[src/source/wb_regs_pkg.sv]
// ----------------------------
// Wishbone register map
// Register addresses, control and status bits, slave states
// ----------------------------
package wb_regs_pkg;

    // Word addresses of the register slave
    typedef enum logic [2:0] {
        REG_CTRL   = 3'd0,
        REG_SEL    = 3'd1,
        REG_ADDR   = 3'd2,
        REG_DATA   = 3'd3,
        REG_STATUS = 3'd4
    } reg_addr_t;

    // REG_CTRL bits
    localparam int CTRL_PATH96_BIT  = 0;
    localparam int CTRL_ARM_BIT     = 1;
    localparam int CTRL_AUTOINC_BIT = 2;

    // REG_STATUS bits
    localparam int STAT_DONE_BIT = 0;
    localparam int STAT_FULL_BIT = 1;

    // Slave states
    typedef enum logic {
        WB_IDLE      = 1'b0,
        WB_READ_WAIT = 1'b1
    } wb_state_t;

endpackage

[src/source/wb_reg_file.sv]
// ----------------------------
// Wishbone register slave
// Control, select and address registers, data read sequencing
// ----------------------------
`timescale 1ns/1ns
module wb_reg_file
    import wb_regs_pkg::*;
#(
    parameter int ADDR_W = 15
) (
    input  logic              clk,
    input  logic              rstn,
    input  logic              wb_cyc,
    input  logic              wb_stb,
    input  logic              wb_we,
    input  logic [2:0]        wb_adr,
    input  logic [31:0]       wb_wdata,
    input  logic [8:0]        pkt_data,
    input  logic              pkt_valid,
    input  logic              rd_done,
    input  logic              cap_full,
    output logic [31:0]       wb_rdata,
    output logic              wb_ack,
    output logic              path96_en,
    output logic              arm,
    output logic [6:0]        data_sel,
    output logic [ADDR_W-1:0] mem_addr,
    output logic              read_en,
    output logic              done_clr
);

    wb_state_t state;
    reg_addr_t reg_sel;
    logic      ack_q;
    logic      autoinc;
    logic      req;
    logic      data_rd;
    logic      data_done;
    logic [31:0] rdata_q;

    assign reg_sel   = reg_addr_t'(wb_adr);
    // New request, the cycle after an ack is skipped
    assign req       = wb_cyc && wb_stb && !ack_q && (state == WB_IDLE);
    assign data_rd   = req && !wb_we && (reg_sel == REG_DATA);
    assign data_done = (state == WB_READ_WAIT) && pkt_valid;

    assign wb_ack   = ack_q || data_done;
    assign wb_rdata = (state == WB_READ_WAIT) ? {23'b0, pkt_data} : rdata_q;

    // ------------------------------
    // Slave FSM and registers
    // ------------------------------
    always_ff @(posedge clk or negedge rstn) begin
        if (!rstn) begin
            state     <= WB_IDLE;
            ack_q     <= 1'b0;
            read_en   <= 1'b0;
            arm       <= 1'b0;
            done_clr  <= 1'b0;
            path96_en <= 1'b1;
            autoinc   <= 1'b0;
            data_sel  <= '0;
            mem_addr  <= '0;
        end else begin
            ack_q    <= 1'b0;
            read_en  <= 1'b0;
            arm      <= 1'b0;
            done_clr <= 1'b0;
            case (state)
                WB_IDLE: begin
                    if (data_rd) begin
                        read_en <= 1'b1;
                        state   <= WB_READ_WAIT;
                    end else if (req) begin
                        ack_q <= 1'b1;
                        if (wb_we) begin
                            case (reg_sel)
                                REG_CTRL: begin
                                    path96_en <= wb_wdata[CTRL_PATH96_BIT];
                                    arm       <= wb_wdata[CTRL_ARM_BIT];
                                    autoinc   <= wb_wdata[CTRL_AUTOINC_BIT];
                                end
                                REG_SEL:    data_sel <= wb_wdata[6:0];
                                REG_ADDR:   mem_addr <= wb_wdata[ADDR_W-1:0];
                                REG_STATUS: done_clr <= 1'b1;
                                default: ;
                            endcase
                        end
                    end
                end
                WB_READ_WAIT: begin
                    if (pkt_valid) begin
                        state <= WB_IDLE;
                        // Address first, select on wrap
                        if (autoinc) begin
                            mem_addr <= mem_addr + 1'b1;
                            if (&mem_addr) begin
                                data_sel <= data_sel + 1'b1;
                            end
                        end
                    end
                end
                default: state <= WB_IDLE;
            endcase
        end
    end

    // Register read data
    always_ff @(posedge clk) begin
        if (req && !wb_we) begin
            rdata_q <= '0;
            case (reg_sel)
                REG_CTRL: begin
                    rdata_q[CTRL_PATH96_BIT]  <= path96_en;
                    rdata_q[CTRL_AUTOINC_BIT] <= autoinc;
                end
                REG_SEL:  rdata_q[6:0] <= data_sel;
                REG_ADDR: rdata_q[ADDR_W-1:0] <= mem_addr;
                REG_STATUS: begin
                    rdata_q[STAT_DONE_BIT] <= rd_done;
                    rdata_q[STAT_FULL_BIT] <= cap_full;
                end
                default: ;
            endcase
        end
    end

endmodule

[config.mk]
export PLATFORM = sky130hd
export DESIGN_NAME = wb_reg_file
export DESIGN_NICKNAME = d
export VERILOG_FILES = /design/src/source/wb_regs_pkg.sv /design/src/source/wb_reg_file.sv
export SDC_FILE = /design/constraint.sdc
export NUM_CORES = 1
export LEC_CHECK = 0
export ABC_AREA = 1
export BUFFER_PORTS_ARGS = -buffer_cell sky130_fd_sc_hd__buf_2
export CAP_MARGIN = 15
export CORE_UTILIZATION = 49
export DETAILED_ROUTE_END_ITERATION = 10
export PLACE_DENSITY = 0.9
export SLEW_MARGIN = 20
export SYNTH_ARGS = -nofsm -noshare
export SYNTH_HDL_FRONTEND = slang
export SYNTH_SLANG_ARGS = --single-unit
[constraint.sdc]
create_clock -name clk -period 1.6 [get_ports clk]
set_input_delay 0.16 -clock clk [delete_from_list [all_inputs] [get_ports clk]]
set_output_delay 0.16 -clock clk [all_outputs]
set_load 0.01 [all_outputs]
==> impl_metrics.ini <==
[route]
wl_per_cell_um = 12.1
drt_first_pass_iters = 5
drc = 0
num_vias = 2793
drt-vias-per-instance = 5.01
ant_nets = 0
routed_wl_mm = 6.77
initialDrtViolationCount = 234

[finish]
stdcell_count = 558
fin_util_pct = 60.8
register_area_um2 = 1180
area_growth_pct = 19.5
num-fill-cells = 497
layout-drive-gt1-share_pct = 23.5
multi_input_area_um2 = 1330
n_antenna_cell = 0
nNetsFinal = 539
final_cell_area_um2 = 3350

[worst_setup_path]
reg2reg_depth = 8
r2r_slack_ps = 90
worstPathRequired_ps = 1790
reg2reg_from = mem_addr[1]
critPathKind = reg -> reg
worstReg2RegEnd = data_sel[2]
cp.arrival_ps = 1700
crit_fanout = 7
end_kind = flip-flop
critPathLaunchType = flip-flop

[yosys]
synth.distinct_cells = 32
yosys_warnings = 0
synth_top_cell_by_area = dfrtp_1
ys_seq_area_share_pct = 42.0
synth_area_um2 = 2800
synth.most_common_cell = nand2_1
ys.flop_type = dfrtp_1
syn_avg_cell_area_um2 = 7.02
synth.ff_latch_count = 44
synth_top_area_share_pct = 25.0
synthArstFlopShare_pct = 65.9
synthCells = 399
synthTopCellsByCount = nand2_1, nor2_1, inv_1, nand3_1, dfrtp_1
synth_edf_count = 15
synth_area_leaders = dfrtp_1, nand2_1, edfxtp_1, nor2_1, nand3_1

[floorplanning]
initial_core_util_pct = 50.9
core_area_um2 = 5510
dieArea_um2 = 6030
die_w_um = 77.6
row_count = 27
fp.dieH_um = 77.6
pin_count = 111

[worst_hold_path]
holdPathEnd = arm
hold_depth = 3
min_from = wb_wdata[1]
hold_path.class = in -> reg

[global_routing]
grt_use_total_pct = 23.6
grt_pass1_vias = 2483
grt_antenna_before_repair = 0
grt_pass1_wl_mm = 11.3
grt_max_degree = 30
grt-ovfl-total = 0

[placed_design]
routabilityCongestion = 0.873
dp_cells = 547
port-buffer-count = 76
dp_hpwl_mm = 5.13
placedInstanceArea_um2 = 3240

[timing]
worstMarginPinSlew_ps = 705
max_freq_mhz = 663
fin_crit_ps = 1510
setup_violations = 0
finalHoldViolCount = 0
fin_crit_sh_pct = 94.2
finalClockSkew_ps = 4.19
final_max_slew_viol_count = 0
finalSetupTns_ps = 0
rsz0062_at_grt = no
slew_headroom_pct = 53.0

[pwr]
powerDensity_nw_per_um2 = 949
ir_drop_uv = 466
leakage_nw = 1.77

[run]
cap_violations = 0

[clock_network]
path_clk_slew_ps = 80
cts_buffers = 5
cts_tree = yes
htreeDepth = 2
cts-root-buf = clkbuf_8
clockBufferDepth = 2
clkSinkCount = 44
insertion_delay_ps = 290

[outcome]
outcome = completed
-- how the worst max path moves through the flow --
| stage | start | to | slack (ps) | depth (start not counted) |
|---|---|---|---|---|
| final | mem_addr[1] | data_sel[2] | 90 | 8 |
| after global routing | mem_addr[1] | data_sel[2] | 0.1 | 8 |
| after CTS | mem_addr[1] | data_sel[1] | 7 | 8 |
| after detailed placement | mem_addr[1] | data_sel[1] | 30 | 8 |
| after global placement | mem_addr[1] | data_sel[6] | 90 | 8 |
| after floorplan | state | ack_q | 120 | 9 |
-- layout make-up --
type | instances | area share [%]
Multi-Input combinational cell | 300 | 39.6
Sequential cell | 44 | 35.2
Timing Repair Buffer | 92 | 15.4
Inverter | 42 | 4.71
Tap cell | 72 | 2.69
Clock buffer | 7 | 2.28
Clock inverter | 1 | 0.149
-- worst max-delay path, cell delays in order (launching register included) --
cell and delay (ps):
dfrtp_1 390, ha_2 220, inv_2 60, nor2_4 130, nand2_2 100, o21ai_4 240, nand2_4 110, nand2_1 80
nand2_1 50
-- timing repair --
action / CTS / global route
hold buffers: 1 / 0
setup endpoints to repair: 0 / 10
endpoints found under the hold margin: 28 / 0
buffers inserted: 0 / 2
gates resized for setup: 0 / 4
-- registers in the layout (all words and copies together), names as in the netlist --
register / count
rdata_q: 15
state: 1
done_clr: 1
path96_en: 1
ack_q: 1
arm: 1
autoinc: 1
read_en: 1
mem_addr: 15
data_sel: 7
-- logic make-up (layout without fill, tap and decap cells) --
kind of cell    Yosys count  after routing  share of synthesized area (%)
fa+ha+maj                 2              2                          0.893
other cells               1             17                          0.134
flops                    44             44                           42.0
xor+xnor                  1              1                          0.313
compound gates           30             30                           6.52
simple gates            250            250                           37.1
buf+inv                  71            142                           13.0
-- cell usage in the layout, fill, tap and decap left out, drive strengths merged --
master and count:
clkbuf 7, a21o 1, nor3b 1, ha 2, dfrtp 28, edfxtp 15
dlygate4sd3 1, nand3 34, xnor2 1, o2111ai 1, buf 91, conb 17
nor3 3, o211ai 3, clkinv 1, nand4 4, dfstp 1, nor2 56
o21ai 19, nand2 152, o22ai 4, a21oi 1, o31ai 1, inv 42
-- power by group --
group	internal (mW)	leakage (nW)	switching (mW)
Clock	0.307	0.0422	0.356
Sequential	1.34	0.512	0.198
Combinational	0.380	1.22	0.603
-- stage by stage --
step           hold slack [ps]  power [mW]  setup slack [ps]
2_1_floorplan             -136        2.09               124
3_5_place_dp               237        2.50              25.1
5_1_grt                   87.6        3.39             0.107
4_1_cts                   71.4        3.17              7.07
3_3_place_gp               231        2.47              93.3
6_report                  74.2        3.18              92.8
-- layer usage --
layer	track usage, %	up-vias	part of all wire (%)
met1	30.1	1264	43
met2	40.2	119	48
met5	0	-	0
met3	3.53	15	7.0
met4	9.43	0	2.2
li1	-	1395	-
No activity file was read; power rests on OpenSTA's default activity.
