## src/source/capture_pkg.sv

```systemverilog
// ----------------------------
// Capture datapath definitions
// Lane and word geometry, capture writer states
// ----------------------------
package capture_pkg;

    // Bits per path sample
    localparam int LANE_W = 9;

    // Lanes packed into one bank word
    localparam int LANES_PER_WORD = 4;

    // Bits needed to index a lane in a word
    localparam int LANE_IDX_W = $clog2(LANES_PER_WORD);

    // Bank word width
    localparam int WORD_W = LANE_W * LANES_PER_WORD;

    // Capture writer states
    typedef enum logic [1:0] {
        CAP_IDLE = 2'd0,
        CAP_FILL = 2'd1,
        CAP_FULL = 2'd2
    } cap_state_t;

endpackage

```

## src/source/capture_writer.sv

```systemverilog
// ----------------------------
// Capture writer
// Packs path samples into bank words and runs the buffer fill
// ----------------------------
`timescale 1ns/1ns
module capture_writer
    import capture_pkg::*;
#(
    parameter int NUM_BANKS = 24,
    parameter int ADDR_W    = 15
) (
    input  logic                 clk,
    input  logic                 rstn,
    input  logic                 arm,
    input  logic                 path96_en,
    input  logic                 cap_valid,
    input  logic [LANE_W-1:0]    cap_sample,
    output logic [NUM_BANKS-1:0] wr_en,
    output logic [ADDR_W-1:0]    wr_addr,
    output logic [WORD_W-1:0]    wr_data,
    output logic                 cap_full
);

    localparam int PATHS_FULL = NUM_BANKS * LANES_PER_WORD;
    localparam int PATHS_HALF = PATHS_FULL / 2;
    localparam int PATH_W     = $clog2(PATHS_FULL);

    cap_state_t                          state;
    logic [PATH_W-1:0]                   path_cnt;
    logic [PATH_W-1:0]                   last_path;
    logic [ADDR_W-1:0]                   addr_cnt;
    logic [LANE_IDX_W-1:0]               lane_idx;
    logic [PATH_W-LANE_IDX_W-1:0]        bank_idx;
    logic [(LANES_PER_WORD-1)*LANE_W-1:0] lane_buf;
    logic                                take;

    assign last_path = path96_en ? PATH_W'(PATHS_FULL - 1) : PATH_W'(PATHS_HALF - 1);
    assign lane_idx  = path_cnt[LANE_IDX_W-1:0];
    assign bank_idx  = path_cnt[PATH_W-1:LANE_IDX_W];
    assign take      = (state == CAP_FILL) && cap_valid && !arm;

    // ------------------------------
    // Fill sequencing
    // ------------------------------
    always_ff @(posedge clk or negedge rstn) begin
        if (!rstn) begin
            state    <= CAP_IDLE;
            path_cnt <= '0;
            addr_cnt <= '0;
            wr_en    <= '0;
            cap_full <= 1'b0;
        end else begin
            wr_en    <= '0;
            cap_full <= (state == CAP_FULL);
            if (arm) begin
                // Restart from any state
                state    <= CAP_FILL;
                path_cnt <= '0;
                addr_cnt <= '0;
                cap_full <= 1'b0;
            end else if (take) begin
                if (lane_idx == LANE_IDX_W'(LANES_PER_WORD - 1)) begin
                    for (int b = 0; b < NUM_BANKS; b++) begin
                        wr_en[b] <= (int'(bank_idx) == b);
                    end
                end
                if (path_cnt == last_path) begin
                    path_cnt <= '0;
                    addr_cnt <= addr_cnt + 1'b1;
                    if (&addr_cnt) begin
                        state <= CAP_FULL;
                    end
                end else begin
                    path_cnt <= path_cnt + 1'b1;
                end
            end
        end
    end

    // Lane packing, word goes out with the last lane
    always_ff @(posedge clk) begin
        if (take) begin
            if (lane_idx == LANE_IDX_W'(LANES_PER_WORD - 1)) begin
                wr_data <= {cap_sample, lane_buf};
                wr_addr <= addr_cnt;
            end else begin
                lane_buf[lane_idx*LANE_W +: LANE_W] <= cap_sample;
            end
        end
    end

endmodule

```

## config.mk

```make
export PLATFORM = sky130hd
export DESIGN_NAME = capture_writer
export DESIGN_NICKNAME = d
export VERILOG_FILES = /design/src/source/capture_pkg.sv /design/src/source/capture_writer.sv
export SDC_FILE = /design/constraint.sdc
export NUM_CORES = 1
export LEC_CHECK = 0
export ABC_AREA = 0
export BUFFER_PORTS_ARGS = -buffer_cell sky130_fd_sc_hd__buf_2
export CORE_MARGIN = 5
export CORE_UTILIZATION = 30
export CTS_BUF_LIST = sky130_fd_sc_hd__clkbuf_8
export DETAILED_ROUTE_END_ITERATION = 7
export PLACE_DENSITY_LB_ADDON = 0.25
export SETUP_SLACK_MARGIN = 0.2
export SYNTH_ARGS = -nofsm -noshare
export SYNTH_HDL_FRONTEND = slang
export SYNTH_SLANG_ARGS = --single-unit
```

## constraint.sdc

```tcl
create_clock -name clk -period 6.62 [get_ports clk]
set_input_delay 0.331 -clock clk [delete_from_list [all_inputs] [get_ports clk]]
set_output_delay 0.331 -clock clk [all_outputs]
set_load 0.02 [all_outputs]
```

==> results_dict.tcl, run 1 <==
set metrics [dict create \
    die_w_um 136 \
    finalCriticalPeriod_ns 2.38 \
    place.gp.congestion 0.803 \
    relSlewSlack_pct 27.1 \
    ioPinCount 90 \
    synthCells 324 \
    hold_viol_final 0 \
    fin_area_um2 5810 \
    yosysWarningCount 0 \
    fin_cells 650 \
    cts_buffer_depth 2 \
    cts_tree "yes" \
    ys_ff_latch 127 \
    synth_top_cells_by_area "edfxtp_1 49%, dfrtp_1 26%, and2_1 2.9%" \
    synth_flop_cell "edfxtp_1" \
    arrival_ns 2.67 \
    area_growth_pct 22.4 \
    worst_hold_path_type "input port to asynchronous set/reset pin" \
    cellPowerDensity_nw_per_um2 263 \
    gr-total-overflow 0 \
    setup_slack_ns 4.24 \
    fin_skew_ns 0.0172 \
    dr_total_vias 2869 \
    dp.cells 619 \
    clk_latency_ns 0.43 \
    die_height_um 136 \
    h-tree-depth 4 \
    post-route-period-util_pct 36.0 \
    antenna_found_initial 1 \
    worstPathRequired_ns 6.91 \
    dpl.hpwl_mm 6.48 \
    drt_iter0_drc 157 \
    grt_start_max_net_pins 52 \
    synthesis.area_um2 4750 \
    synth_largest_area_cell "edfxtp_1" \
    total_power_mw 1.53 \
    nFillCells 1491 \
    status "complete, no violations" \
    nets 442 \
    die-area_um2 18400 \
    root_buffer "clkbuf_8" \
    io_buffer_count 89 \
    critPathLaunchType "flop" \
    via_per_inst 4.41 \
    route.detailed.drc 0 \
    worst_pin_slew_ns 1.09 \
    detail-route-antenna-nets 0 \
    cts_setup_buffers 0 \
    ys_seq_area_share_pct 75.2 \
    drv_cap 0 \
    critical_path.cell_chain "inv_1 -> ha_1 -> nor3b_1 -> and2_1" \
    drive_gt1_share_pct 28.8 \
    power_leakage_nw 2.26 \
    place_area_um2 5430 \
    critical_path_class "flop to flop" \
    ff2ff_setup_slack_ns 4.24 \
    clock.fmax_mhz 420 \
    finalSetupViolCount 0 \
    crit_buf_inv 1 \
    synth_edf_count 78 \
    async_reset_ff_share_pct 38.6 \
    cts_resized 0 \
    synth.avg_cell_area_um2 14.7 \
    worstPathMaxFanout 15 \
    hold_slack_ns 0.112 \
    cts_sinks 127 \
    synth_common_cells "78 x edfxtp_1, 49 x dfrtp_1, 30 x nor2_1, 22 x and2_1, 17 x a21oi_1" \
    rsz0062_at_grt "false" \
    end_kind "flop" \
    design.core.area_um2 15700 \
    crit_path_max_incr_delay_ns 0.81 \
    synth_top_area_share_pct 49.3 \
    grt_usage_pct 10.8 \
    maxSlewViolCount 0 \
    wl_mm 9.54 \
    clk_pin_slew_ns 0.07 \
    place_ws_ns 4.21 \
    hold_buffers 0 \
    rows 46 \
    numCtsBuffers 17 \
    start_util_pct 30.2 \
    yosysMostFrequentCell "edfxtp_1" \
    ys_types 39 \
    syn-num-nets 344 \
    final_util_pct 37.0 \
    crit_family "simple AND/OR/NAND/NOR gates" \
    tns_ns 0 \
    ir_drop_v 0.000115 \
    post_drt_wl_per_cell_um 14.7 \
    grt_pass1_vias 2892 \
    slowest_stage "nor3b_1" \
    grt_pass1_wl_mm 15.2 \
    first_pass_iters 4 \
    antenna_cells 0 \
]
[final cells by class]
type                       instances  area [um2]  share of cell area (%)
tap                              216         270                    4.65
sequential                       127        3570                    61.4
multi-input combinational        179        1110                    19.2
inverter                           7        26.3                   0.452
clock inverter                    14         143                    2.46
clock buffer                      17         234                    4.03
timing repair buffer              90         453                    7.80
[layout by cell type, fill, tap and decap left out, types with 3 or more instances in the layout]
master / synthesis / final
nor3_1: 5 / 5
dfrtp_1: 49 / 49
ha_1: 6 / 6
nor2_1: 30 / 29
nand3b_1: 3 / 3
edfxtp_1: 78 / 78
and2_1: 22 / 22
a21oi_1: 17 / 17
nand4_1: 3 / 3
nor3b_1: 4 / 4
o31ai_1: 7 / 7
or3_1: 6 / 6
xor2_1: 3 / 3
buf_2: 1 / 89
clkinvlp_4: 0 / 4
or4_1: 9 / 9
nand3_1: 10 / 10
and3_1: 9 / 9
nand2_1: 15 / 15
nand2b_1: 4 / 4
clkbuf_8: 0 / 17
o21ai_0: 7 / 7
inv_1: 7 / 8
[state kept, by name, summed over array words and instances (netlist names)]
register	count
addr_cnt	15
path_cnt	7
cap_full	1
state	2
wr_en	24
lane_buf	27
wr_data	36
wr_addr	15
[report_power, final]
part / switching (mW) / leakage, nW / internal (mW)
combinational: 0.0308 / 0.728 / 0.0128
clock: 0.301 / 0.183 / 0.331
sequential: 0.00388 / 1.35 / 0.848
[per-layer routing]
layer / GRT usage (%) / vias up / share of wire, %
met4: 4.09 / 2 / 0.68
met5: 0 / - / 0.14
met1: 12.8 / 1403 / 42
li1: - / 1383 / -
met3: 4.61 / 6 / 7.0
met2: 17.4 / 75 / 50
[cells by family after synthesis]
family	Yosys count	share of synthesized area (%)
compound gates	36	4.85
xor+xnor	3	0.554
fa+ha+maj	6	1.58
buf+inv	18	1.53
flops	127	75.2
mux	2	0.448
simple gates	132	15.9
[path summary, 6_finish.rpt]
path | startpoint | end | depth (start not counted)
max | path_cnt[0] | lane_buf[19] | 4
min | rstn | wr_en[18] | 1
max reg2reg | path_cnt[0] | lane_buf[19] | 4
min reg2reg | lane_buf[16] | wr_data[16] | 0
max in group asynchronous | rstn | addr_cnt[14] | 1
min in group clk | cap_sample[3] | wr_data[30] | 1
Power figures use the tool's default switching activity.
==> run 2: changes to the inputs <==
==> constraint.sdc (replaced) <==
create_clock -name clk -period 2 [get_ports clk]
set_input_delay 0.1 -clock clk [delete_from_list [all_inputs] [get_ports clk]]
set_output_delay 0.1 -clock clk [all_outputs]
set_load 0.02 [all_outputs]
==> run 2 against run 1 <==
Compared with the run above:
- sequential share of layout area down 4.9 points
- non-clock buffer count rose by 40
- routed wire length grew 9.1%
- critical path type unchanged
- critical path depth up 1
- die area unchanged
==> results_dict.tcl, run 2 (synthesis gave the netlist of run 1 again) <==
set metrics [dict create \
    top_register "wr_data" \
    drive_gt1_share_pct 35.9 \
    worst_hold_path_type "input port to asynchronous set/reset pin" \
    maxSlewViolCount 0 \
    antenna_found_initial 0 \
    cts_sinks 127 \
    cts_buffer_depth 2 \
    combPwrFrac_pct 3.4 \
    worstPathRequired_ns 2.34 \
    numCtsBuffers 17 \
    worst_pin_slew_ns 0.418 \
    dr_total_vias 3087 \
    end_kind "flop" \
    grt_start_max_net_pins 32 \
    critical_path_class "flop to flop" \
    ioPinCount 90 \
    fin_skew_ns 0.0172 \
    drt_iter0_drc 172 \
    die_height_um 136 \
    crit_family "simple AND/OR/NAND/NOR gates" \
    grt_pass1_wl_mm 16.6 \
    arrival_ns 2.27 \
    grt_usage_pct 11.8 \
    grt_pass1_vias 3140 \
    wl_mm 10.4 \
    mostFrequentLayoutCell "buf_2" \
    drv_cap 0 \
    critPathLaunchType "flop" \
    slowest_stage "or4_1" \
    relSlewSlack_pct 72.0 \
    clk_latency_ns 0.44 \
    finalSetupViolCount 0 \
    dpl.hpwl_mm 6.88 \
    first_pass_iters 4 \
    start_util_pct 30.2 \
    design.core.area_um2 15700 \
    crit_path_max_incr_delay_ns 0.58 \
    root_buffer "clkbuf_8" \
    power_leakage_nw 2.52 \
    cellPowerDensity_nw_per_um2 872 \
    post_drt_wl_per_cell_um 15.0 \
    h-tree-depth 4 \
    total_power_mw 5.50 \
    worstPathMaxFanout 8 \
    status "complete, no violations" \
    p_sw_share_pct 20.8 \
    detail-route-antenna-nets 0 \
    final_util_pct 40.2 \
    clock.fmax_mhz 519 \
    hold_viol_final 0 \
    pwr-share-clk_pct 45.4 \
    route.detailed.drc 0 \
    finalCriticalPeriod_ns 1.93 \
    die-area_um2 18400 \
    dp.cells 638 \
    die_w_um 136 \
    post-route-period-util_pct 96.4 \
    p_int_mw 4.36 \
    critical_path.cell_chain "buf_4 -> and4b_4 -> o2111ai_4 -> or4_1 -> a21oi_1" \
    crit_buf_inv 1 \
    fin_cells 692 \
    cts_tree "yes" \
    rows 46 \
    largestRegisters "wr_data: 36 flops, lane_buf: 27 flops, wr_en: 24 flops" \
    layout_common_cells "90 x buf_2, 78 x edfxtp_1, 46 x dfrtp_1" \
    area_growth_pct 33.0 \
    ir_drop_v 0.000430 \
    antenna_cells 0 \
    sequentialPowerShare_pct 51.2 \
    largest_reg_flops 36 \
    nets 483 \
    clk_pin_slew_ns 0.08 \
    io_buffer_count 89 \
    gr-total-overflow 0 \
    via_per_inst 4.46 \
    p_sw_mw 1.15 \
    rsz0062_at_grt "true" \
    place.gp.congestion 0.773 \
    nFillCells 1472 \
]
[run 2: cell count changes in the layout (fill, tap and decap cells not counted), moves of 2 or more]
cell / delta
inv_1: -2
buf_4: +25
dlygate4sd3_1: +10
buf_6: +3
bufinv_16: +3
and2_1: -3
dfrtp_2: +3
and2_2: +3
clkinvlp_4: -3
dfrtp_1: -3
[run 2: power by group through the flow]
stage / Clock (mW) / Combinational (mW) / Sequential (mW)
after floorplan: 0 / 0.0753 / 2.88
after detailed placement: 0 / 0.170 / 2.87
after CTS: 2.56 / 0.190 / 2.82
after global routing: 2.68 / 0.212 / 2.82
after global placement: 0 / 0.165 / 2.87
final: 2.50 / 0.185 / 2.82
[run 2: layout make-up]
| cell class | count | area [um2] | area share [%] |
|---|---|---|---|
| Sequential cell | 127 | 3570 | 56.6 |
| Multi-Input combinational cell | 180 | 1200 | 19.0 |
| Timing Repair Buffer | 130 | 800 | 12.7 |
| Tap cell | 216 | 270 | 4.28 |
| Clock buffer | 17 | 234 | 3.71 |
| Clock inverter | 15 | 215 | 3.41 |
| Inverter | 7 | 26.3 | 0.416 |
[run 2: what timing repair did]
action                                  CTS  global route
setup buffers                            10             0
resized for setup                         6            15
endpoints found under the setup margin   95            76
endpoints found under the hold margin    70             0
hold buffers                             10             0
cloned                                    2             0
pin swaps                                11             6
[run 2: final timing paths]
path,cells after the start,slack [ns],from,to
min in group clk,4,0.11,path96_en,path_cnt[6]
hold reg to reg,0,0.42,lane_buf[15],wr_data[15]
hold / removal,2,0.09,rstn,wr_en[17]
setup / recovery,5,0.07,path_cnt[4],addr_cnt[13]
max in group asynchronous,3,1.34,rstn,path_cnt[1]
setup reg to reg,5,0.07,path_cnt[4],addr_cnt[13]
[run 2: routing by layer]
| layer | wire length (um) | vias up | global-route usage, % |
|---|---|---|---|
| met5 | 0 | - | 0 |
| met4 | 259 | 0 | 6.05 |
| met3 | 565 | 21 | 3.79 |
| met2 | 5220 | 90 | 19.2 |
| met1 | 4360 | 1511 | 14.2 |
| li1 | - | 1465 | - |
[run 2: worst reg2reg max path: cells and delay by family, from the launching register on]
family / cells / cell delay, ns
compound gates: 2 / 0.42
flops: 1 / 0.40
buf+inv: 1 / 0.13
simple gates: 2 / 0.88
[run 2: stage by stage]
| step | worst slack [ns] | hold slack, ns | setup TNS (ns) | instance area [um2] |
|---|---|---|---|---|
| floorplan | -0.100 | -0.196 | -5.10 | 4770 |
| global placement | 0.115 | 0.0141 | 0 | 5600 |
| detailed placement | 0.0715 | 0.0183 | 0 | 5600 |
| CTS | 0.131 | 0.0702 | 0 | 6270 |
| global route | 0.00961 | 0.0969 | 0 | 6310 |
| finish | 0.0728 | 0.0878 | 0 | 6310 |
==> run 3: changes to the inputs <==
--- a/config.mk
+++ b/config.mk
@@ -7,6 +7,7 @@
 export LEC_CHECK = 0
 export ABC_AREA = 0
 export BUFFER_PORTS_ARGS = -buffer_cell sky130_fd_sc_hd__buf_2
+export CORE_ASPECT_RATIO = 1.2
 export CORE_MARGIN = 5
 export CORE_UTILIZATION = 30
 export CTS_BUF_LIST = sky130_fd_sc_hd__clkbuf_8
==> run 3 against run 2 <==
Compared with the run above:
- cell count fell by 1.0%
- register-to-register slack improved by 0.08 ns
- first-iteration DRC count rose by 31%
- die area barely moved
- global-route usage fell by 0.068 points
- critical path type unchanged
- critical path depth did not move
==> results_dict.tcl, run 3 (synthesis gave the netlist of run 1 again) <==
set metrics [dict create \
    status "complete, no violations" \
    place_ws_ns 0.0262 \
    dpl.hpwl_mm 7.08 \
    arrival_ns 2.21 \
    finalSetupViolCount 0 \
    top_register "wr_data" \
    worstPathMaxFanout 6 \
    setup_slack_ns 0.151 \
    tns_ns 0 \
    rows 50 \
    p_sw_share_pct 20.8 \
    die_w_um 125 \
    cellPowerDensity_nw_per_um2 868 \
    final_util_pct 40.7 \
    pwr-share-clk_pct 45.4 \
    end_kind "flop" \
    drt_iter0_drc 226 \
    via_per_inst 4.49 \
    antenna_found_initial 0 \
    grt_pass1_wl_mm 17.0 \
    clock.fmax_mhz 541 \
    die_height_um 148 \
    sequentialPowerShare_pct 51.2 \
    dp.cells 628 \
    antenna_cells 0 \
    clk_latency_ns 0.43 \
    dr_total_vias 3077 \
    clk_pin_slew_ns 0.07 \
    first_pass_iters 4 \
    combPwrFrac_pct 3.5 \
    cts_buffer_depth 2 \
    worst_pin_slew_ns 0.724 \
    hold_viol_final 0 \
    die-area_um2 18400 \
    p_int_mw 4.36 \
    ir_drop_v 0.000343 \
    p_sw_mw 1.15 \
    post_drt_wl_per_cell_um 15.4 \
    layout_common_cells "89 x buf_2, 78 x edfxtp_1, 46 x dfrtp_1" \
    rsz0062_at_grt "true" \
    critical_path_class "flop to flop" \
    root_buffer "clkbuf_8" \
    io_buffer_count 89 \
    design.core.area_um2 15600 \
    finalCriticalPeriod_ns 1.85 \
    worst_hold_path_type "input port to flop" \
    largestRegisters "wr_data: 36 flops, lane_buf: 27 flops, wr_en: 24 flops" \
    worstPathRequired_ns 2.36 \
    cts_tree "yes" \
    route.detailed.drc 0 \
    place.gp.congestion 0.758 \
    post-route-period-util_pct 92.5 \
    drv_cap 0 \
    critPathLaunchType "flop" \
    grt_start_max_net_pins 32 \
    relSlewSlack_pct 51.7 \
    start_util_pct 30.5 \
    detail-route-antenna-nets 0 \
    numCtsBuffers 17 \
    drive_gt1_share_pct 36.1 \
    maxSlewViolCount 0 \
    grt_usage_pct 11.8 \
    fin_cells 685 \
    area_growth_pct 33.6 \
    grt_pass1_vias 3159 \
    nets 485 \
    wl_mm 10.5 \
    cts_sinks 127 \
    fin_skew_ns 0.0136 \
    mostFrequentLayoutCell "buf_2" \
    power_leakage_nw 2.52 \
    ioPinCount 90 \
    largest_reg_flops 36 \
    h-tree-depth 4 \
    gr-total-overflow 0 \
]
## run 3: cell types whose count changed in the layout (fill, tap and decap cells not counted), sizes merged
| cell | before | now |
|---|---|---|
| clkinvlp | 1 | 2 |
| inv | 9 | 10 |
| clkinv | 7 | 4 |
| dlygate4sd3 | 10 | 11 |
| o2111ai | 2 | 3 |
## run 3: power by group through the flow
stage                     combinational [mW]  sequential, mW  clock, mW
after detailed placement               0.172            2.87          0
after global placement                 0.168            2.87          0
after floorplan                       0.0753            2.88          0
after global routing                   0.216            2.82       2.67
after CTS                              0.195            2.82       2.55
final                                  0.192            2.82       2.50
## run 3: routing by layer
layer	vias up	track usage, %	routed length (um)
met3	12	3.90	548
met5	-	0	0
met4	0	5.04	155
met2	83	21.3	5690
li1	1473	-	-
met1	1509	12.5	4140
## run 3: path summary, 6_finish.rpt
path                            slack, ns   startpoint  cells past startpoint           end
max in group asynchronous            1.09         rstn                      3     wr_en[12]
min in group asynchronous            0.27         rstn                      2     wr_en[19]
worst min register to register       0.42  lane_buf[3]                      0    wr_data[3]
worst max-delay path                 0.15  path_cnt[4]                      5  addr_cnt[13]
worst min-delay path                 0.14    path96_en                      4   path_cnt[6]
worst max register to register       0.15  path_cnt[4]                      5  addr_cnt[13]
## run 3: worst max-delay path: stages (launching register included)
cell,delay (ns)
dfrtp_1,0.42
nor4b_4,0.28
buf_4,0.18
o2111ai_4,0.19
or4_4,0.56
a21oi_2,0.15
## run 3: layout make-up
| class | count | area [um2] |
|---|---|---|
| fillers | 1466 | 9240 |
| flip-flops and latches | 127 | 3570 |
| multi-input cells | 181 | 1220 |
| repair buffers | 131 | 817 |
| well taps | 208 | 260 |
| clock buffers | 17 | 234 |
| clock inverters | 14 | 213 |
| inverters | 7 | 26.3 |
## run 3: what timing repair did
action                     4_1_cts  5_1_grt
setup buffers                    7        6
hold buffers                    11        0
pin swaps                        9        7
cloned                           2        0
hold endpoints to repair        46        0
resized for setup                8        9
setup endpoints to repair       48       27
## run 3: metrics by stage
stage / power, mW / hold slack, ns / area, um2
2_1_floorplan: 2.95 / -0.196 / 4770
3_3_place_gp: 3.04 / 0.199 / 5590
3_5_place_dp: 3.04 / 0.199 / 5590
4_1_cts: 5.56 / 0.119 / 6260
5_1_grt: 5.70 / 0.118 / 6340
6_report: 5.51 / 0.137 / 6340
